--- config.mk ---
export PLATFORM = sky130hd
export DESIGN_NAME = riscv_core
export DESIGN_NICKNAME = d
export VERILOG_FILES = /design/src/design/isa_pkg.sv /design/src/design/pipe_pkg.sv /design/src/design/riscv_core.sv /design/src/design/mem_stage.sv /design/src/design/execute_stage.sv /design/src/design/decode_stage.sv /design/src/design/reg_file.sv /design/src/design/fetch_stage.sv
export SDC_FILE = /design/constraint.sdc
export NUM_CORES = 2
export LEC_CHECK = 0
export BUFFER_PORTS_ARGS = -buffer_cell sky130_fd_sc_hd__buf_2
export CAP_MARGIN = 20
export CORE_MARGIN = 5
export CORE_UTILIZATION = 60
export CTS_BUF_LIST = sky130_fd_sc_hd__clkbuf_4 sky130_fd_sc_hd__clkbuf_8
export CTS_CLUSTER_SIZE = 25
export DETAILED_ROUTE_END_ITERATION = 8
export GPL_TIMING_DRIVEN = 1
export HOLD_SLACK_MARGIN = 0.02
export PLACE_DENSITY = 0.77
export SLEW_MARGIN = 20
export SYNTH_ARGS = -nofsm -noshare
export SYNTH_HDL_FRONTEND = slang
export SYNTH_SLANG_ARGS = --single-unit
--- constraint.sdc ---
create_clock -name clk -period 6 [get_ports clk]
set_input_delay 0.9 -clock clk [delete_from_list [all_inputs] [get_ports clk]]
set_output_delay 0.9 -clock clk [all_outputs]
set_load 0.05 [all_outputs]
--- src/design/isa_pkg.sv ---
// RV32I instruction-set definitions: opcodes, ALU operations, widths and the NOP word
`default_nettype none

package isa_pkg;

    localparam int XLEN       = 32;  // Data path width
    localparam int REG_ADDR_W = 5;   // Register index width

    // addi x0, x0, 0
    localparam logic [XLEN-1:0] NOP_INST = 32'h0000_0013;

    // Major opcodes handled by the decoder
    typedef enum logic [6:0] {
        opc_op     = 7'b0110011,  // R-type ALU
        opc_op_imm = 7'b0010011,  // I-type ALU
        opc_load   = 7'b0000011,  // lw
        opc_store  = 7'b0100011   // sw
    } opcode_e;

    // Low three bits mirror funct3 and bit 3 mirrors inst[30],
    // so the decoder can build the code straight from the instruction
    typedef enum logic [3:0] {
        alu_add = 4'b0000,
        alu_sll = 4'b0001,
        alu_slt = 4'b0010,
        alu_xor = 4'b0100,
        alu_srl = 4'b0101,
        alu_or  = 4'b0110,
        alu_and = 4'b0111,
        alu_sub = 4'b1000,
        alu_sra = 4'b1101
    } alu_op_e;

endpackage

`default_nettype wire
--- src/design/pipe_pkg.sv ---
// Pipeline structures: stage registers and the instruction and data cache buses
`default_nettype none

package pipe_pkg;

    // Instruction cache request
    typedef struct packed {
        logic        ren;
        logic [29:0] addr;   // Word address
    } icache_req_t;

    // Data cache request
    typedef struct packed {
        logic                        ren;
        logic                        wen;
        logic [29:0]                 addr;   // Word address
        logic [isa_pkg::XLEN-1:0]    wdata;  // Big-endian on the bus
    } dcache_req_t;

    // Decode to execute
    typedef struct packed {
        logic [isa_pkg::XLEN-1:0]       rs1_data;
        logic [isa_pkg::XLEN-1:0]       rs2_data;
        logic [isa_pkg::REG_ADDR_W-1:0] rs1_addr;
        logic [isa_pkg::REG_ADDR_W-1:0] rs2_addr;
        logic [isa_pkg::REG_ADDR_W-1:0] rd;
        logic [isa_pkg::XLEN-1:0]       imm;
        isa_pkg::alu_op_e               alu_op;
        logic                           alu_src;     // Immediate as operand 2
        logic                           reg_write;
        logic                           mem_to_reg;
        logic                           mem_write;
        logic                           is_load;     // For load-use detection
    } id_ex_t;

    // Execute to memory
    typedef struct packed {
        logic [isa_pkg::XLEN-1:0]       result;
        logic [isa_pkg::XLEN-1:0]       store_data;
        logic [isa_pkg::REG_ADDR_W-1:0] rd;
        logic                           reg_write;
        logic                           mem_to_reg;
        logic                           mem_write;
    } ex_mem_t;

    // Memory to writeback
    typedef struct packed {
        logic [isa_pkg::REG_ADDR_W-1:0] rd;
        logic                           reg_write;
        logic [isa_pkg::XLEN-1:0]       data;
    } wb_t;

endpackage

`default_nettype wire

--- src/design/riscv_core.sv ---
// RV32I five-stage core top level: stage wiring and the global cache stall
`timescale 1ns/100ps
`default_nettype none

module riscv_core #(
    parameter logic [31:0] RESET_PC = 32'h0000_0000
) (
    input  logic                  clk,
    input  logic                  RST_n,
    input  logic                  icache_stall,
    input  logic                  dcache_stall,
    input  logic [31:0]           icache_rdata,
    input  logic [31:0]           dcache_rdata,
    output pipe_pkg::icache_req_t icache,
    output pipe_pkg::dcache_req_t dcache,
    output logic [31:0]           pc
);
    import pipe_pkg::*;

    logic        stall;
    logic        hazard;
    logic [31:0] inst;
    id_ex_t      id_ex;
    ex_mem_t     ex_mem;
    wb_t         wb;

    assign stall = icache_stall | dcache_stall;  // Either cache freezes the whole pipe

    fetch_stage #(
        .RESET_PC (RESET_PC)
    ) u_fetch (
        .clk          (clk),
        .RST_n        (RST_n),
        .stall        (stall),
        .hazard       (hazard),
        .icache_rdata (icache_rdata),
        .icache       (icache),
        .pc           (pc),
        .inst         (inst)
    );

    decode_stage u_decode (
        .clk    (clk),
        .RST_n  (RST_n),
        .stall  (stall),
        .inst   (inst),
        .wb     (wb),
        .id_ex  (id_ex),
        .hazard (hazard)
    );

    execute_stage u_execute (
        .clk    (clk),
        .RST_n  (RST_n),
        .stall  (stall),
        .id_ex  (id_ex),
        .wb     (wb),
        .ex_mem (ex_mem)
    );

    mem_stage u_mem (
        .clk          (clk),
        .RST_n        (RST_n),
        .stall        (stall),
        .ex_mem       (ex_mem),
        .dcache_rdata (dcache_rdata),
        .dcache       (dcache),
        .wb           (wb)
    );

endmodule

`default_nettype wire

--- src/design/mem_stage.sv ---
// Memory access: D-cache request with byte swap and the MEM/WB register
`timescale 1ns/100ps
`default_nettype none

module mem_stage (
    input  logic                  clk,
    input  logic                  RST_n,
    input  logic                  stall,
    input  pipe_pkg::ex_mem_t     ex_mem,
    input  logic [31:0]           dcache_rdata,
    output pipe_pkg::dcache_req_t dcache,
    output pipe_pkg::wb_t         wb
);
    import isa_pkg::*;

    logic [XLEN-1:0] load_data;

    assign load_data = {<<8{dcache_rdata}};   // Back to little-endian

    always_comb begin
        dcache.ren   = ex_mem.mem_to_reg;     // Loads only
        dcache.wen   = ex_mem.mem_write;
        dcache.addr  = ex_mem.result[XLEN-1:2];
        dcache.wdata = {<<8{ex_mem.store_data}};
    end

    always_ff @(posedge clk) begin
        if (!RST_n) begin
            wb <= '0;
        end else if (!stall) begin
            wb.rd        <= ex_mem.rd;
            wb.reg_write <= ex_mem.reg_write;
            wb.data      <= ex_mem.mem_to_reg ? load_data : ex_mem.result;
        end
    end

endmodule

`default_nettype wire

--- src/design/execute_stage.sv ---
// Execute: operand forwarding, ALU and the EX/MEM register
`timescale 1ns/100ps
`default_nettype none

module execute_stage (
    input  logic              clk,
    input  logic              RST_n,
    input  logic              stall,
    input  pipe_pkg::id_ex_t  id_ex,
    input  pipe_pkg::wb_t     wb,
    output pipe_pkg::ex_mem_t ex_mem
);
    import isa_pkg::*;
    import pipe_pkg::*;

    logic [XLEN-1:0] op1;
    logic [XLEN-1:0] op2;
    logic [XLEN-1:0] rs2_fwd;
    logic [XLEN-1:0] alu_out;

    // Nearest producer wins; x0 is never forwarded
    function automatic logic [XLEN-1:0] forward(
        input logic [REG_ADDR_W-1:0] addr,
        input logic [XLEN-1:0]       id_val,
        input ex_mem_t               near,
        input wb_t                   far
    );
        logic [XLEN-1:0] val;
        val = id_val;
        if (addr != '0) begin
            if (near.reg_write && near.rd == addr)
                val = near.result;
            else if (far.reg_write && far.rd == addr)
                val = far.data;
        end
        return val;
    endfunction

    always_comb begin
        op1     = forward(id_ex.rs1_addr, id_ex.rs1_data, ex_mem, wb);
        rs2_fwd = forward(id_ex.rs2_addr, id_ex.rs2_data, ex_mem, wb);
        op2     = id_ex.alu_src ? id_ex.imm : rs2_fwd;
    end

    always_comb begin
        case (id_ex.alu_op)
            alu_add: alu_out = op1 + op2;
            alu_sub: alu_out = op1 - op2;
            alu_sll: alu_out = op1 << op2[4:0];
            alu_slt: alu_out = {{(XLEN-1){1'b0}}, $signed(op1) < $signed(op2)};
            alu_xor: alu_out = op1 ^ op2;
            alu_srl: alu_out = op1 >> op2[4:0];
            alu_sra: alu_out = $signed(op1) >>> op2[4:0];
            alu_or:  alu_out = op1 | op2;
            alu_and: alu_out = op1 & op2;
            default: alu_out = op1 + op2;
        endcase
    end

    always_ff @(posedge clk) begin
        if (!RST_n) begin
            ex_mem <= '0;
        end else if (!stall) begin
            ex_mem.result     <= alu_out;
            ex_mem.store_data <= rs2_fwd;   // Forwarded value for sw
            ex_mem.rd         <= id_ex.rd;
            ex_mem.reg_write  <= id_ex.reg_write;
            ex_mem.mem_to_reg <= id_ex.mem_to_reg;
            ex_mem.mem_write  <= id_ex.mem_write;
        end
    end

endmodule

`default_nettype wire

--- src/design/decode_stage.sv ---
// Instruction decode: control and immediates, load-use detection and the ID/EX register
`timescale 1ns/100ps
`default_nettype none

module decode_stage (
    input  logic             clk,
    input  logic             RST_n,
    input  logic             stall,
    input  logic [31:0]      inst,
    input  pipe_pkg::wb_t    wb,
    output pipe_pkg::id_ex_t id_ex,
    output logic             hazard
);
    import isa_pkg::*;
    import pipe_pkg::*;

    opcode_e               opc;
    logic [REG_ADDR_W-1:0] rs1_addr;
    logic [REG_ADDR_W-1:0] rs2_addr;
    logic [XLEN-1:0]       rs1_data;
    logic [XLEN-1:0]       rs2_data;
    logic [XLEN-1:0]       imm_i;
    logic [XLEN-1:0]       imm_s;
    logic [XLEN-1:0]       imm_sh;
    logic                  is_shift;
    logic                  uses_rs2;
    id_ex_t                dec;

    assign opc      = opcode_e'(inst[6:0]);
    assign rs1_addr = inst[19:15];
    assign rs2_addr = inst[24:20];

    assign imm_i  = {{20{inst[31]}}, inst[31:20]};
    assign imm_s  = {{20{inst[31]}}, inst[31:25], inst[11:7]};
    assign imm_sh = {27'd0, inst[24:20]};              // shamt only

    assign is_shift = (inst[13:12] == 2'b01);          // funct3 001 or 101
    assign uses_rs2 = (opc == opc_op) || (opc == opc_store);

    reg_file u_reg_file (
        .clk      (clk),
        .RST_n    (RST_n),
        .rs1_addr (rs1_addr),
        .rs2_addr (rs2_addr),
        .wb       (wb),
        .rs1_data (rs1_data),
        .rs2_data (rs2_data)
    );

    always_comb begin
        dec          = '0;
        dec.rs1_data = rs1_data;
        dec.rs2_data = rs2_data;
        dec.rs1_addr = rs1_addr;
        dec.rs2_addr = rs2_addr;
        dec.rd       = inst[11:7];
        case (opc)
            opc_op: begin
                dec.alu_op    = alu_op_e'({inst[30], inst[14:12]});
                dec.reg_write = 1'b1;
            end
            opc_op_imm: begin
                dec.alu_src   = 1'b1;
                dec.reg_write = 1'b1;
                if (is_shift) begin
                    dec.imm    = imm_sh;
                    dec.alu_op = alu_op_e'({inst[30], inst[14:12]});  // srai sets bit 30
                end else begin
                    dec.imm    = imm_i;
                    dec.alu_op = alu_op_e'({1'b0, inst[14:12]});
                end
            end
            opc_load: begin
                dec.alu_src    = 1'b1;
                dec.reg_write  = 1'b1;
                dec.mem_to_reg = 1'b1;
                dec.is_load    = 1'b1;
                dec.imm        = imm_i;
                dec.alu_op     = alu_add;   // Address calculation
            end
            opc_store: begin
                dec.alu_src   = 1'b1;
                dec.mem_write = 1'b1;
                dec.imm       = imm_s;
                dec.alu_op    = alu_add;
            end
            default: begin
                dec.reg_write = 1'b0;       // Unsupported opcode retires as a no-op
            end
        endcase
    end

    // Load in ID/EX whose result the instruction in decode needs
    assign hazard = id_ex.is_load && (id_ex.rd != '0) &&
                    ((id_ex.rd == rs1_addr) || (uses_rs2 && id_ex.rd == rs2_addr));

    always_ff @(posedge clk) begin
        if (!RST_n) begin
            id_ex <= '0;
        end else if (!stall) begin
            id_ex <= hazard ? '0 : dec;     // Bubble carries no writes
        end
    end

endmodule

`default_nettype wire

--- src/design/reg_file.sv ---
// Register file: 32 x 32-bit, x0 fixed at zero, write-through on read
`timescale 1ns/100ps
`default_nettype none

module reg_file (
    input  logic          clk,
    input  logic          RST_n,
    input  logic [4:0]    rs1_addr,
    input  logic [4:0]    rs2_addr,
    input  pipe_pkg::wb_t wb,
    output logic [31:0]   rs1_data,
    output logic [31:0]   rs2_data
);
    import isa_pkg::*;

    logic [XLEN-1:0] regs [2**REG_ADDR_W];
    logic            wr_en;

    assign wr_en = wb.reg_write && (wb.rd != '0);  // x0 never written

    always_ff @(posedge clk) begin
        if (!RST_n) begin
            for (int i = 0; i < 2**REG_ADDR_W; i++) begin
                regs[i] <= '0;
            end
        end else if (wr_en) begin
            regs[wb.rd] <= wb.data;
        end
    end

    // Same-cycle write is visible to decode
    assign rs1_data = (wr_en && wb.rd == rs1_addr) ? wb.data : regs[rs1_addr];
    assign rs2_data = (wr_en && wb.rd == rs2_addr) ? wb.data : regs[rs2_addr];

endmodule

`default_nettype wire

--- src/design/fetch_stage.sv ---
// Instruction fetch: PC register, I-cache request and the IF/ID instruction register
`timescale 1ns/100ps
`default_nettype none

module fetch_stage #(
    parameter logic [31:0] RESET_PC = 32'h0000_0000
) (
    input  logic                  clk,
    input  logic                  RST_n,
    input  logic                  stall,
    input  logic                  hazard,
    input  logic [31:0]           icache_rdata,
    output pipe_pkg::icache_req_t icache,
    output logic [31:0]           pc,
    output logic [31:0]           inst
);
    import isa_pkg::*;

    logic hold;

    assign hold = stall | hazard;  // Cache freeze or load-use bubble

    always_comb begin
        icache.ren  = 1'b1;           // Fetch every cycle
        icache.addr = pc[XLEN-1:2];
    end

    always_ff @(posedge clk) begin
        if (!RST_n) begin
            pc   <= RESET_PC;
            inst <= NOP_INST;
        end else if (!hold) begin
            pc   <= pc + 32'd4;               // No control transfer
            inst <= {<<8{icache_rdata}};      // Big-endian bus to little-endian
        end
    end

endmodule

`default_nettype wire

==> impl_metrics.ini <==
[status]
status = completed

[pwr]
power.internal_w = 0.0156
power_frac_comb = 0.147
power.share.clock = 0.373
power.switching_w = 0.00603
leakage_nw = 29.7
ir_drop_mv = 0.266
seqPwrFrac = 0.479
finalPower_w = 0.0216
power_density_mw_per_mm2 = 260
swShare = 0.279

[logic_synthesis]
synth_warnings = 0
synth-edff-count = 1024
synthArstFlopShare = 0
netlist_instances = 6141
synth_area_per_cell_um2 = 12.4
synthDistinctLibCells = 96
ys_ff_latch = 1305
seq_area_frac_synth = 0.479
syn_area_mm2 = 0.0760
synth_flop_cell = edfxtp_1

[drt]
wl_per_cell_um = 34.1
drt-pass1-iter-count = 6
wl_um = 271000
drtAntennaViolNets = 0
post-route-drc-count = 0
viasPerCell = 7.10
drt-initial-drc-count = 9431
vias = 56400

[cts]
path_clk_slew_ps = 60
clkLatencyLatePin_ps = 980
cts_setup_buffers = 0
numCtsBuffers = 210
cts_tree = built
htreeDepth = 4
clock_path_buffers = 3
cts_sinks = 1305
ctsResizeCount = 0
cts_root_buffer = clkbuf_8
hold_buffers = 0

[cells_and_area]
syn_to_final_growth_pct = 9.35
nNetsFinal = 6281
drive_gt1_frac = 0.258
fin_util = 0.661

[grt]
antenna_found_initial = 8
grt_pass1_wl_um = 390000
grt_pass1_vias = 55800
grtUsageTotal = 0.400
grt_max_degree = 122
grt.overflow.total = 0

[sta]
drv_slew = 0
tightest_slew_ps = 1220
fin_skew_ps = 48.1
fmax_mhz = 179
finalHoldWorstSlack_ps = 163
relSlewSlack = 0.184
layout_min_cycle_time_ps = 5600
fin_tns_setup_ps = 0
setup_violations = 0
hold_viol_final = 0
period_share = 0.933
rsz0062_at_grt = false

[placed_design]
placement.io_buffers = 191
post-dp-hpwl_um = 180000
gp_congestion = 1.04

[worst_setup_path]
cp-startpoint = u_decode.id_ex[46]
start_kind = flop
end_kind = flop
required_ps = 6830
r2r-start = u_decode.id_ex[46]
worstPathArrival_ps = 6430
crit_path_max_fanout = 4
critical_path_class = flop to flop
r2r_end = u_execute.ex_mem[71]
reg2reg_setup_slack_ps = 400
ff2ff_path_depth = 17

[floorplan]
dieArea_mm2 = 0.134
fp.dieW_um = 366
ios = 195
start_util = 0.604
die_y_um = 366
fp.coreArea_mm2 = 0.126
row_count = 130

[min_path]
hold_path_depth = 3
holdPathEnd = u_fetch.inst[0]
worstHoldPathType = input port to flop
hp-start = icache_rdata[24]

[run]
drv_cap = 0
-- critical path, cell delays in order, from the launching register on --
cell and delay, ps:
dfxtp_1 370, nor4_4 350, and2_2 230, nor3_1 90, or2_1 290, o311ai_2 780, inv_1 160, ha_1 280
or3_1 300, or3_1 360, a211oi_1 430, nor2_1 260, a211o_1 380, o41ai_2 410, o31ai_1 200, and4_1 230
nor4_1 270, a21oi_1 100
-- worst max path at each step --
stage                     cells after the start              endpoint  slack (ps)
after global routing                         21  u_execute.ex_mem[40]          80
after floorplan                              22  u_execute.ex_mem[71]         970
final                                        17  u_execute.ex_mem[71]         400
after CTS                                    17  u_execute.ex_mem[71]         140
after global placement                       17  u_execute.ex_mem[71]         200
after detailed placement                     17  u_execute.ex_mem[71]         180
-- power groups by stage --
stage                     Combinational [W]  Sequential [W]  Clock (W)
after floorplan                     0.00207          0.0104          0
after global placement              0.00307          0.0105          0
after CTS                           0.00310          0.0103    0.00812
after detailed placement            0.00309          0.0105          0
after global routing                0.00330          0.0104    0.00857
final                               0.00318          0.0104    0.00807
-- layout make-up --
type                    instances  area (um^2)
diodes                          6         15.0
clock buffers                 298         3690
clock inverters                95          687
fillers                      9072        42700
inverters                     109          420
multi-input cells            4038        36600
flip-flops and latches       1305        36400
well taps                    1650         2060
repair buffers                449         3190
-- metrics by stage --
step	cell area (um^2)	std cells	worst slack, ps
2_1_floorplan	76100	6174	969
3_3_place_gp	78600	7549	202
3_5_place_dp	78600	7550	182
4_1_cts	83000	7943	141
5_1_grt	83000	7948	81.0
6_report	83100	7950	400
-- per-layer routing --
layer,GRT usage,routed length [um],vias to the layer above
met3,0.0946,35000,812
met4,0.221,17600,0
met2,0.597,121000,4461
met5,0,0,-
li1,-,-,23000
met1,0.547,97400,28100
-- Yosys cell counts, drive strengths merged, types with 47 or more instances --
cell type / number / share of area
mux2i: 228 / 0.030
o221ai: 53 / 0.0071
buf: 216 / 0.017
a211oi: 53 / 0.0053
edfxtp: 1024 / 0.40
inv: 107 / 0.0053
o22ai: 52 / 0.0043
and2: 939 / 0.077
xnor2: 48 / 0.0055
a22oi: 89 / 0.0088
or3: 47 / 0.0039
clkbuf: 506 / 0.025
nand2: 314 / 0.016
nor2: 371 / 0.018
ha: 98 / 0.016
o21ai: 223 / 0.015
a21oi: 225 / 0.015
mux4: 642 / 0.19
dfxtp: 281 / 0.074
nor3: 108 / 0.0071
-- kinds of logic after synthesis --
family / count (synthesis) / share of synthesized area
other: 2 / 0.0000989
AND/OR/NAND/NOR: 1939 / 0.136
flip-flops: 1305 / 0.479
buffers and inverters: 831 / 0.0478
XOR/XNOR: 87 / 0.0100
AO/OA/AOI/OAI: 979 / 0.0864
multiplexers: 898 / 0.225
adder cells (fa/ha/maj): 100 / 0.0167
-- state kept, by name, summed over array words and instances, names as in the netlist, named ones only --
name and count:
u_mem.wb 38, u_fetch.inst 32, u_fetch.pc 30, u_execute.ex_mem 72, u_decode.u_reg_file.regs 1024, u_decode.id_ex 99
-- layout by cell type (no fill, tap or decap), types with 190 or more instances in the layout --
| cell type | netlist | final |
|---|---|---|
| dfxtp_1 | 281 | 270 |
| edfxtp_1 | 1024 | 1024 |
| nand2_1 | 314 | 314 |
| buf_4 | 104 | 237 |
| a21oi_1 | 224 | 223 |
| nor2_1 | 369 | 335 |
| clkbuf_8 | 0 | 233 |
| mux2i_1 | 228 | 228 |
| and2_1 | 938 | 938 |
| buf_2 | 20 | 190 |
| mux4_2 | 642 | 642 |
Note: power is estimated with default switching activity, not from simulation.
